### src/rtl/i2c_pkg.sv
package i2c_pkg;

	// clk cycles per quarter of an SCL bit, 4 quarters give ~200 kHz at 50 MHz
	localparam int SCL_QUARTER_CYCLES = 62;

	typedef logic [7:0]  byte_t;       // one byte on the wire
	typedef logic [6:0]  dev_addr_t;   // 7-bit slave address
	typedef logic [15:0] reg_addr_t;   // 1-byte devices use the low half

	typedef enum logic
	{
		XFER_WRITE,
		XFER_READ
	} op_t;

	// engine phases, each one or more bit periods long
	typedef enum logic [2:0]
	{
		IDLE,
		START,
		SEND_BYTE,
		GET_ACK,
		RESTART,
		RECV_BYTE,
		SEND_ACK,
		STOP
	} engine_state_t;

endpackage

### src/rtl/sensor_pkg.sv
package sensor_pkg;

	// 7-bit forms of the 0x90 and 0xEC write addresses
	localparam logic [6:0] TEMP_DEV = 7'h48;   // temperature, 2-byte reg addr
	localparam logic [6:0] ALT_DEV  = 7'h76;   // altitude, 1-byte reg addr

	localparam int STEP_COUNT   = 37;   // steps in one pass
	localparam int RESULT_BYTES = 32;   // byte slots in the result

	typedef logic [5:0] step_idx_t;
	typedef logic [4:0] slot_t;
	typedef logic [RESULT_BYTES*8-1:0] result_t;   // slot 0 is the top byte
	typedef logic [1:0] rd_len_t;                  // 1 or 2 bytes per read

	// one line of the command table
	typedef struct packed
	{
		i2c_pkg::op_t       op;
		i2c_pkg::dev_addr_t dev;
		i2c_pkg::reg_addr_t reg_addr;
		i2c_pkg::byte_t     wr_data;
		rd_len_t            rd_len;
		slot_t              slot;      // first result slot, reads only
	} step_t;

endpackage

### src/rtl/i2c_xfer_engine.sv
`timescale 1ns/1ps

module i2c_xfer_engine
(
	input  logic                  clk,
	input  logic                  rst_n,
	input  logic                  cmd,
	input  i2c_pkg::op_t          op,
	input  i2c_pkg::dev_addr_t    dev_addr,
	input  i2c_pkg::reg_addr_t    reg_addr,
	input  logic                  reg_addr_len,
	input  i2c_pkg::byte_t        wr_data,
	input  sensor_pkg::rd_len_t   rd_len,
	input  logic                  sda_in,
	output logic                  scl,
	output logic                  sda_low,
	output logic                  rd_valid,
	output i2c_pkg::byte_t        rd_byte,
	output logic                  rd_index,
	output logic                  xfer_done,
	output logic                  xfer_nack
);

	i2c_pkg::engine_state_t state;

	logic [$clog2(i2c_pkg::SCL_QUARTER_CYCLES)-1:0] qcnt;
	logic                 tick;        // end of a quarter bit
	logic [1:0]           ph;          // quarter within the bit
	logic [2:0]           bit_cnt;
	logic [1:0]           byte_cnt;    // sent bytes, later the read index
	logic                 rd_phase;    // past the repeated start
	i2c_pkg::byte_t       shift;

	i2c_pkg::op_t         op_r;
	i2c_pkg::dev_addr_t   dev_r;
	i2c_pkg::reg_addr_t   reg_r;
	logic                 len_r;
	i2c_pkg::byte_t       wr_r;
	sensor_pkg::rd_len_t  rd_len_r;

	logic [1:0]           addr_bytes;
	logic                 last_byte;

	assign tick       = (qcnt == ($bits(qcnt))'(i2c_pkg::SCL_QUARTER_CYCLES - 1));
	assign addr_bytes = len_r ? 2'd2 : 2'd1;
	assign last_byte  = ((byte_cnt + 2'd1) == rd_len_r);   // master NACKs this one
	assign rd_byte    = shift;
	assign rd_index   = byte_cnt[0];

	// command fields held for the whole transaction
	always_ff @(posedge clk)
	begin
		if (state == i2c_pkg::IDLE && cmd)
		begin
			op_r     <= op;
			dev_r    <= dev_addr;
			reg_r    <= reg_addr;
			len_r    <= reg_addr_len;
			wr_r     <= wr_data;
			rd_len_r <= rd_len;
		end
	end

	// ph 0->1 mid low (sda moves), 1->2 scl rises, 2->3 mid high (sample), 3->0 scl falls
	always_ff @(posedge clk or negedge rst_n)
	begin
		if (!rst_n)
		begin
			state     <= i2c_pkg::IDLE;
			qcnt      <= '0;
			ph        <= '0;
			scl       <= 1'b1;
			sda_low   <= 1'b0;
			bit_cnt   <= '0;
			byte_cnt  <= '0;
			rd_phase  <= 1'b0;
			shift     <= '0;
			rd_valid  <= 1'b0;
			xfer_done <= 1'b0;
			xfer_nack <= 1'b0;
		end
		else
		begin
			rd_valid  <= 1'b0;
			xfer_done <= 1'b0;
			if (state == i2c_pkg::IDLE)
			begin
				qcnt <= '0;
				ph   <= '0;
				if (cmd)
				begin
					state     <= i2c_pkg::START;
					shift     <= {dev_addr, 1'b0};   // write direction first
					bit_cnt   <= '0;
					byte_cnt  <= '0;
					rd_phase  <= 1'b0;
					xfer_nack <= 1'b0;
				end
			end
			else if (!tick)
				qcnt <= qcnt + 1'b1;
			else
			begin
				qcnt <= '0;
				ph   <= ph + 2'd1;
				if (ph == 2'd1)
					scl <= 1'b1;
				if (ph == 2'd3)
					scl <= (state == i2c_pkg::STOP);   // bus left idle high
				case (state)
					i2c_pkg::START:
					begin
						if (ph == 2'd1)
							sda_low <= 1'b1;   // falls while scl high
						if (ph == 2'd3)
							state <= i2c_pkg::SEND_BYTE;
					end
					i2c_pkg::SEND_BYTE:
					begin
						if (ph == 2'd0)
							sda_low <= ~shift[7];   // msb first
						if (ph == 2'd3)
						begin
							shift   <= {shift[6:0], 1'b0};
							bit_cnt <= bit_cnt + 3'd1;
							if (bit_cnt == 3'd7)
								state <= i2c_pkg::GET_ACK;
						end
					end
					i2c_pkg::GET_ACK:
					begin
						if (ph == 2'd0)
							sda_low <= 1'b0;   // let the slave drive
						if (ph == 2'd2 && sda_in)
							xfer_nack <= 1'b1;
						if (ph == 2'd3)
						begin
							if (xfer_nack)
								state <= i2c_pkg::STOP;
							else if (rd_phase)
							begin
								byte_cnt <= '0;
								state    <= i2c_pkg::RECV_BYTE;
							end
							else if (byte_cnt < addr_bytes)
							begin
								shift    <= (byte_cnt == 2'd0 && len_r) ? reg_r[15:8] : reg_r[7:0];
								byte_cnt <= byte_cnt + 2'd1;
								state    <= i2c_pkg::SEND_BYTE;
							end
							else if (byte_cnt == addr_bytes && op_r == i2c_pkg::XFER_WRITE)
							begin
								shift    <= wr_r;
								byte_cnt <= byte_cnt + 2'd1;
								state    <= i2c_pkg::SEND_BYTE;
							end
							else if (byte_cnt == addr_bytes)
								state <= i2c_pkg::RESTART;
							else
								state <= i2c_pkg::STOP;   // data byte acked
						end
					end
					i2c_pkg::RESTART:
					begin
						if (ph == 2'd0)
							sda_low <= 1'b0;
						if (ph == 2'd2)
							sda_low <= 1'b1;   // repeated start
						if (ph == 2'd3)
						begin
							shift    <= {dev_r, 1'b1};
							rd_phase <= 1'b1;
							state    <= i2c_pkg::SEND_BYTE;
						end
					end
					i2c_pkg::RECV_BYTE:
					begin
						if (ph == 2'd0)
							sda_low <= 1'b0;
						if (ph == 2'd2)
							shift <= {shift[6:0], sda_in};
						if (ph == 2'd3)
						begin
							bit_cnt <= bit_cnt + 3'd1;
							if (bit_cnt == 3'd7)
							begin
								rd_valid <= 1'b1;
								state    <= i2c_pkg::SEND_ACK;
							end
						end
					end
					i2c_pkg::SEND_ACK:
					begin
						if (ph == 2'd0)
							sda_low <= ~last_byte;
						if (ph == 2'd3)
						begin
							if (last_byte)
								state <= i2c_pkg::STOP;
							else
							begin
								byte_cnt <= byte_cnt + 2'd1;
								state    <= i2c_pkg::RECV_BYTE;
							end
						end
					end
					i2c_pkg::STOP:
					begin
						if (ph == 2'd0)
							sda_low <= 1'b1;
						if (ph == 2'd2)
							sda_low <= 1'b0;   // rises while scl high
						if (ph == 2'd3)
						begin
							xfer_done <= 1'b1;
							state     <= i2c_pkg::IDLE;
						end
					end
					default:
						state <= i2c_pkg::IDLE;
				endcase
			end
		end
	end

endmodule

### src/rtl/sensor_script.sv
`timescale 1ns/1ps

module sensor_script
(
	input  logic                 clk,
	input  logic                 rst_n,
	input  logic                 start,
	input  logic                 xfer_done,
	input  logic                 xfer_nack,
	output logic                 busy,
	output logic                 done,
	output logic                 clear,
	output logic                 cmd,
	output i2c_pkg::op_t         op,
	output i2c_pkg::dev_addr_t   dev_addr,
	output i2c_pkg::reg_addr_t   reg_addr,
	output logic                 reg_addr_len,
	output i2c_pkg::byte_t       wr_data,
	output sensor_pkg::rd_len_t  rd_len,
	output sensor_pkg::slot_t    slot_base
);

	sensor_pkg::step_idx_t step;
	sensor_pkg::step_t     rec;

	always_ff @(posedge clk or negedge rst_n)
	begin
		if (!rst_n)
		begin
			step  <= '0;
			busy  <= 1'b0;
			done  <= 1'b0;
			clear <= 1'b0;
			cmd   <= 1'b0;
		end
		else
		begin
			done  <= 1'b0;
			clear <= 1'b0;
			cmd   <= 1'b0;
			if (!busy && start)
			begin
				step  <= '0;
				busy  <= 1'b1;
				clear <= 1'b1;
				cmd   <= 1'b1;
			end
			else if (busy && xfer_done)
			begin
				if (xfer_nack)
					cmd <= 1'b1;   // same step again
				else if (step == sensor_pkg::step_idx_t'(sensor_pkg::STEP_COUNT - 1))
				begin
					busy <= 1'b0;
					done <= 1'b1;
				end
				else
				begin
					step <= step + 6'd1;
					cmd  <= 1'b1;
				end
			end
		end
	end

	// command table
	always_comb
	begin
		rec          = '0;
		rec.op       = i2c_pkg::XFER_READ;
		rec.dev      = sensor_pkg::ALT_DEV;
		rec.rd_len   = 2'd1;
		rec.slot     = sensor_pkg::slot_t'(step - 6'd5);   // altitude reads land in 2..31
		case (step)
			6'd0, 6'd1, 6'd2:
			begin
				rec.op       = i2c_pkg::XFER_WRITE;
				rec.dev      = sensor_pkg::TEMP_DEV;
				rec.reg_addr = {14'd0, step[1:0]} + 16'd1;   // config, thyst, tos
			end
			6'd3:
			begin
				rec.dev      = sensor_pkg::TEMP_DEV;
				rec.reg_addr = 16'h0000;   // temperature, 2 bytes
				rec.rd_len   = 2'd2;
				rec.slot     = '0;
			end
			6'd4:
			begin
				rec.op       = i2c_pkg::XFER_WRITE;
				rec.reg_addr = 16'h00E0;   // soft reset
				rec.wr_data  = 8'hB6;
			end
			6'd5:
			begin
				rec.op       = i2c_pkg::XFER_WRITE;
				rec.reg_addr = 16'h00F4;   // ctrl_meas
				rec.wr_data  = 8'hFF;
			end
			6'd6:
			begin
				rec.op       = i2c_pkg::XFER_WRITE;
				rec.reg_addr = 16'h00F5;   // config
			end
			default:
			begin
				if (step < 6'd31)
					rec.reg_addr = {8'h00, (8'h81 + {2'b00, step}) ^ 8'h01};   // 0x89, 0x88, 0x8B...
				else if (step < 6'd34)
					rec.reg_addr = {8'h00, 8'hDB + {2'b00, step}};   // temp raw FA..FC
				else
					rec.reg_addr = {8'h00, 8'hD5 + {2'b00, step}};   // press raw F7..F9
			end
		endcase
	end

	assign op           = rec.op;
	assign dev_addr     = rec.dev;
	assign reg_addr     = rec.reg_addr;
	assign reg_addr_len = (rec.dev == sensor_pkg::TEMP_DEV);
	assign wr_data      = rec.wr_data;
	assign rd_len       = rec.rd_len;
	assign slot_base    = rec.slot;

endmodule

### src/rtl/result_packer.sv
`timescale 1ns/1ps

module result_packer
(
	input  logic                 clk,
	input  logic                 rst_n,
	input  logic                 clear,
	input  logic                 rd_valid,
	input  i2c_pkg::byte_t       rd_byte,
	input  logic                 rd_index,
	input  sensor_pkg::slot_t    slot_base,
	output sensor_pkg::result_t  dout
);

	sensor_pkg::slot_t slot;
	logic [7:0]        lsb;

	// step position from the script plus byte position from the engine
	assign slot = slot_base + {4'd0, rd_index};

	// slot 0 is the top byte, so its lsb sits at 8*(31 - slot)
	assign lsb = {~slot, 3'b000};

	always_ff @(posedge clk or negedge rst_n)
	begin
		if (!rst_n)
			dout <= '0;
		else if (clear)
			dout <= '0;   // new pass
		else if (rd_valid)
			dout[lsb +: 8] <= rd_byte;
	end

endmodule

### src/rtl/sensor_hub.sv
`timescale 1ns/1ps

module sensor_hub
(
	input  logic                 clk,
	input  logic                 rst_n,
	input  logic                 start,
	input  logic                 sda_in,
	output logic                 scl,
	output logic                 sda_low,
	output logic                 busy,
	output logic                 done,
	output sensor_pkg::result_t  dout
);

	logic                 clear;
	logic                 cmd;
	i2c_pkg::op_t         op;
	i2c_pkg::dev_addr_t   dev_addr;
	i2c_pkg::reg_addr_t   reg_addr;
	logic                 reg_addr_len;
	i2c_pkg::byte_t       wr_data;
	sensor_pkg::rd_len_t  rd_len;
	sensor_pkg::slot_t    slot_base;
	logic                 rd_valid;
	i2c_pkg::byte_t       rd_byte;
	logic                 rd_index;
	logic                 xfer_done;
	logic                 xfer_nack;

	sensor_script i_sensor_script
	(
		.clk          (clk),
		.rst_n        (rst_n),
		.start        (start),
		.xfer_done    (xfer_done),
		.xfer_nack    (xfer_nack),
		.busy         (busy),
		.done         (done),
		.clear        (clear),
		.cmd          (cmd),
		.op           (op),
		.dev_addr     (dev_addr),
		.reg_addr     (reg_addr),
		.reg_addr_len (reg_addr_len),
		.wr_data      (wr_data),
		.rd_len       (rd_len),
		.slot_base    (slot_base)
	);

	i2c_xfer_engine i_i2c_xfer_engine
	(
		.clk          (clk),
		.rst_n        (rst_n),
		.cmd          (cmd),
		.op           (op),
		.dev_addr     (dev_addr),
		.reg_addr     (reg_addr),
		.reg_addr_len (reg_addr_len),
		.wr_data      (wr_data),
		.rd_len       (rd_len),
		.sda_in       (sda_in),
		.scl          (scl),
		.sda_low      (sda_low),
		.rd_valid     (rd_valid),
		.rd_byte      (rd_byte),
		.rd_index     (rd_index),
		.xfer_done    (xfer_done),
		.xfer_nack    (xfer_nack)
	);

	result_packer i_result_packer
	(
		.clk       (clk),
		.rst_n     (rst_n),
		.clear     (clear),
		.rd_valid  (rd_valid),
		.rd_byte   (rd_byte),
		.rd_index  (rd_index),
		.slot_base (slot_base),
		.dout      (dout)
	);

endmodule

### config.mk
export PLATFORM = sky130hd
export DESIGN_NAME = sensor_hub
export DESIGN_NICKNAME = d
export VERILOG_FILES = /design/src/rtl/i2c_pkg.sv /design/src/rtl/sensor_pkg.sv /design/src/rtl/i2c_xfer_engine.sv /design/src/rtl/sensor_script.sv /design/src/rtl/result_packer.sv /design/src/rtl/sensor_hub.sv
export SDC_FILE = /design/constraint.sdc
export NUM_CORES = 1
export LEC_CHECK = 0
export ABC_CLOCK_PERIOD_IN_PS = 3800
export BUFFER_PORTS_ARGS = -buffer_cell sky130_fd_sc_hd__buf_2
export CORE_MARGIN = 10
export CORE_UTILIZATION = 45
export DETAILED_ROUTE_END_ITERATION = 16
export GPL_ROUTABILITY_DRIVEN = 0
export MAX_ROUTING_LAYER = met4
export PLACE_DENSITY = 0.69
export SLEW_MARGIN = 20
export SYNTH_ARGS = -nofsm -noshare
export SYNTH_HDL_FRONTEND = slang
export SYNTH_SLANG_ARGS = --single-unit
### constraint.sdc
create_clock -name clk -period 3.8 [get_ports clk]
set_clock_uncertainty 0.15 [all_clocks]
set_input_delay 0.76 -clock clk [delete_from_list [all_inputs] [get_ports clk]]
set_output_delay 0.76 -clock clk [all_outputs]
set_load 0.05 [all_outputs]
==> results.ini <==
[cts]
htreeDepth=2
clkTransAtPathRegs_ps=60
ctsLongestPathBuffers=3
cts_buffers=36
postCtsSetupBuffers=0
cts_resized=0
cts_sinks=311
cts-root-buf=clkbuf_16
cts_tree=done
clk_latency_ps=520
postCtsHoldBufs=0

[placed_design]
portBuffers=263
post-place-cells=2073
pre_cts_slack_ps=126
hpwl_um=31400

[timing]
tightest_slew_ps=989
setup_viol=0
fmax_ghz=0.277
period_share_pct=94.9
rsz0062_at_grt=yes
setup_ws_ps=193
period_needed_ps=3610
hold_ws_ps=113
hold_viol=0
slew_headroom_pct=33.9
drv_slew=0
setup_tns_ps=0

[synthesis]
yosysTopAreaCell=dfrtp_1
synthCells=1402
synth-main-ff-cell=dfrtp_1
syn_area_per_cell_um2=10.7
synth_area_um2=15100
synth_top_area_share_pct=49.0
synth_edf_count=15
yosysSeqAreaShare_pct=52.2
yosysWarnings=0
ys_top_cells_by_area=dfrtp_1 49%, mux2i_1 12%, nand2b_1 7.2%
synth_nets=1429
synth_cell_types=84
synthArstFlopShare_pct=95.2
ys_ff_latch=311

[global_route]
grt.met1_usage_pct=26.9
use_met3_pct=4.57
grt_pass1_wl_um=69600
groute.usage.overall_pct=21.8
top_usage_layer=met2
grt_max_degree=96
grt_overflow=0
grt_pass1_vias=11600
antenna_found_initial=0
grt_use_met2_pct=35.2

[floorplanning]
start_util_pct=46.0
die_width_um=203
io_pins=264
core_um2=32800
die_h_um=203
num_rows=66
die-area_um2=41200

[critical_path]
required_ps=4030
worstPathArrival_ps=3840
crit_path_frequent_cell=buf_4
slowest_stage=dfrtp_1
crit_path_cell_trace=ha_1, nor2b_2, nand2_1, inv_1, nor2_1, ha_1, o2111a_1, a211oi_1, mux2i_2, buf_4, o211ai_4, buf_4, a211oi_4, buf_4, mux2i_1, nor2_1
cpPeakStageDelay_ps=430
cp_max_fo=8
end_kind=register
critPathKind=reg2reg
cp-start-kind=register

[drt]
post-route-drc-count=0
wl_per_cell_um=21.0
routed_via_density=5.42
postRouteAntennaNets=0
initialDrtViolationCount=835
drt-total-wl_um=44700
dr.pass1.iters=5
via_count=11600

[layout]
area.growth.synth_to_final_pct=21.1
drive_above_1_share_pct=25.2
post-route-util_pct=55.7
layout_commonest_cell=dfrtp_1
finalNetCount=1696
stdcell_count=2134
antennaDiodeCount=0
final_cell_mix=294 x dfrtp_1, 262 x buf_2, 179 x mux2i_1, 173 x nand2b_1, 118 x o21ai_0

[pwr]
switchingPower_mw=1.74
p_per_area_nw_per_um2=397
p_comb_share_pct=7.5
p_leak_nw=9.47
power_frac_seq_pct=46.3
p_int_mw=5.51
pwr-share-clk_pct=46.2
p_sw_share_pct=24.0
peakVddDrop_uv=222

[outcome]
outcome=finished, final reports clean

[min_path]
min_path_type=in2async

[job]
drv_cap=0

state kept, by name, summed over array words and instances (netlist names), 2 cells and up:
| register | count |
|---|---|
| i_i2c_xfer_engine.bit_cnt | 3 |
| i_i2c_xfer_engine.ph | 2 |
| i_i2c_xfer_engine.wr_r | 2 |
| i_i2c_xfer_engine.state | 3 |
| i_i2c_xfer_engine.rd_byte | 8 |
| i_i2c_xfer_engine.rd_len_r | 2 |
| i_i2c_xfer_engine.dev_r | 2 |
| i_result_packer.dout | 256 |
| i_i2c_xfer_engine.qcnt | 6 |
| i_sensor_script.step | 6 |
| i_i2c_xfer_engine.reg_r | 8 |
| i_i2c_xfer_engine.byte_cnt | 2 |
power by group through the flow:
stage | clock [mW] | combinational (mW) | sequential, mW
after floorplan | 0 | 0.309 | 3.41
after global placement | 0 | 0.522 | 3.42
after detailed placement | 0 | 0.529 | 3.42
after CTS | 3.41 | 0.534 | 3.36
after global routing | 3.54 | 0.600 | 3.36
final | 3.34 | 0.545 | 3.36
worst max-delay path: cells and delay by family (launching register included):
family	cells	cell delay [ps]
buffers and inverters	4	730
AOI/OAI and AO/OA	4	780
DFF	1	430
and+or+nand+nor	4	340
adders and majority gates	2	410
muxes	2	630
layout make-up:
cell class	instances	area (um^2)
Clock buffer	52	1050
Clock inverter	9	87.6
Fill cell	2887	14500
Inverter	28	105
Multi-Input combinational cell	959	6700
Sequential cell	311	7860
Tap cell	442	553
Timing Repair Buffer	333	1890
cells in the mapped netlist (4+ instances only):
library cell / number
dfrtp_1: 295
mux2i_1: 180
nand2b_1: 173
o21ai_0: 119
nor2_1: 86
clkbuf_1: 76
nand2_1: 60
nand3b_1: 50
nand3_1: 36
a21oi_1: 31
inv_1: 26
ha_1: 22
nor2b_1: 21
edfxtp_1: 15
xnor2_1: 12
a211oi_1: 11
buf_1: 10
nor3_1: 10
or3_1: 10
buf_2: 9
nand4_1: 8
o211ai_1: 8
xor2_1: 8
a21o_1: 7
a31oi_1: 7
o22ai_1: 7
a22oi_1: 6
and3_1: 6
nand3_2: 6
buf_6: 5
and2_1: 4
nor3_4: 4
worst paths after layout:
| path | from | endpoint | slack [ps] | cells past startpoint |
|---|---|---|---|---|
| min | rst_n | i_result_packer.dout[31] | 110 | 1 |
| min in group clk | i_i2c_xfer_engine.scl | i_i2c_xfer_engine.scl | 310 | 2 |
| max | i_sensor_script.step[0] | i_result_packer.dout[233] | 190 | 16 |
| max reg2reg | i_sensor_script.step[0] | i_result_packer.dout[233] | 190 | 16 |
| max in group asynchronous | rst_n | i_result_packer.dout[18] | 2390 | 2 |
| min reg2reg | i_i2c_xfer_engine.scl | i_i2c_xfer_engine.scl | 310 | 2 |
kinds of logic (layout without fill, tap and decap cells):
logic type | Yosys count | count (layout) | synth area share, %
xor+xnor | 21 | 21 | 1.27
mux | 181 | 181 | 12.0
simple gates | 494 | 494 | 18.9
flops | 311 | 311 | 52.2
compound gates | 240 | 240 | 9.98
fa+ha+maj | 23 | 23 | 1.96
buf+inv | 132 | 422 | 3.70
routing by layer:
metal  part of all wire, %  wire length (um)
met1                    41             18400
met2                    49             21700
met3                   7.3              3290
met4                   3.0              1320
met5                     0                 0
through the flow:
step	total power, mW	instance area [um^2]
finish	7.25	18200
CTS	7.30	18200
global route	7.50	18200
global placement	3.94	17100
floorplan	3.72	15100
detailed placement	3.95	17100
Power figures use the tool's default switching activity.
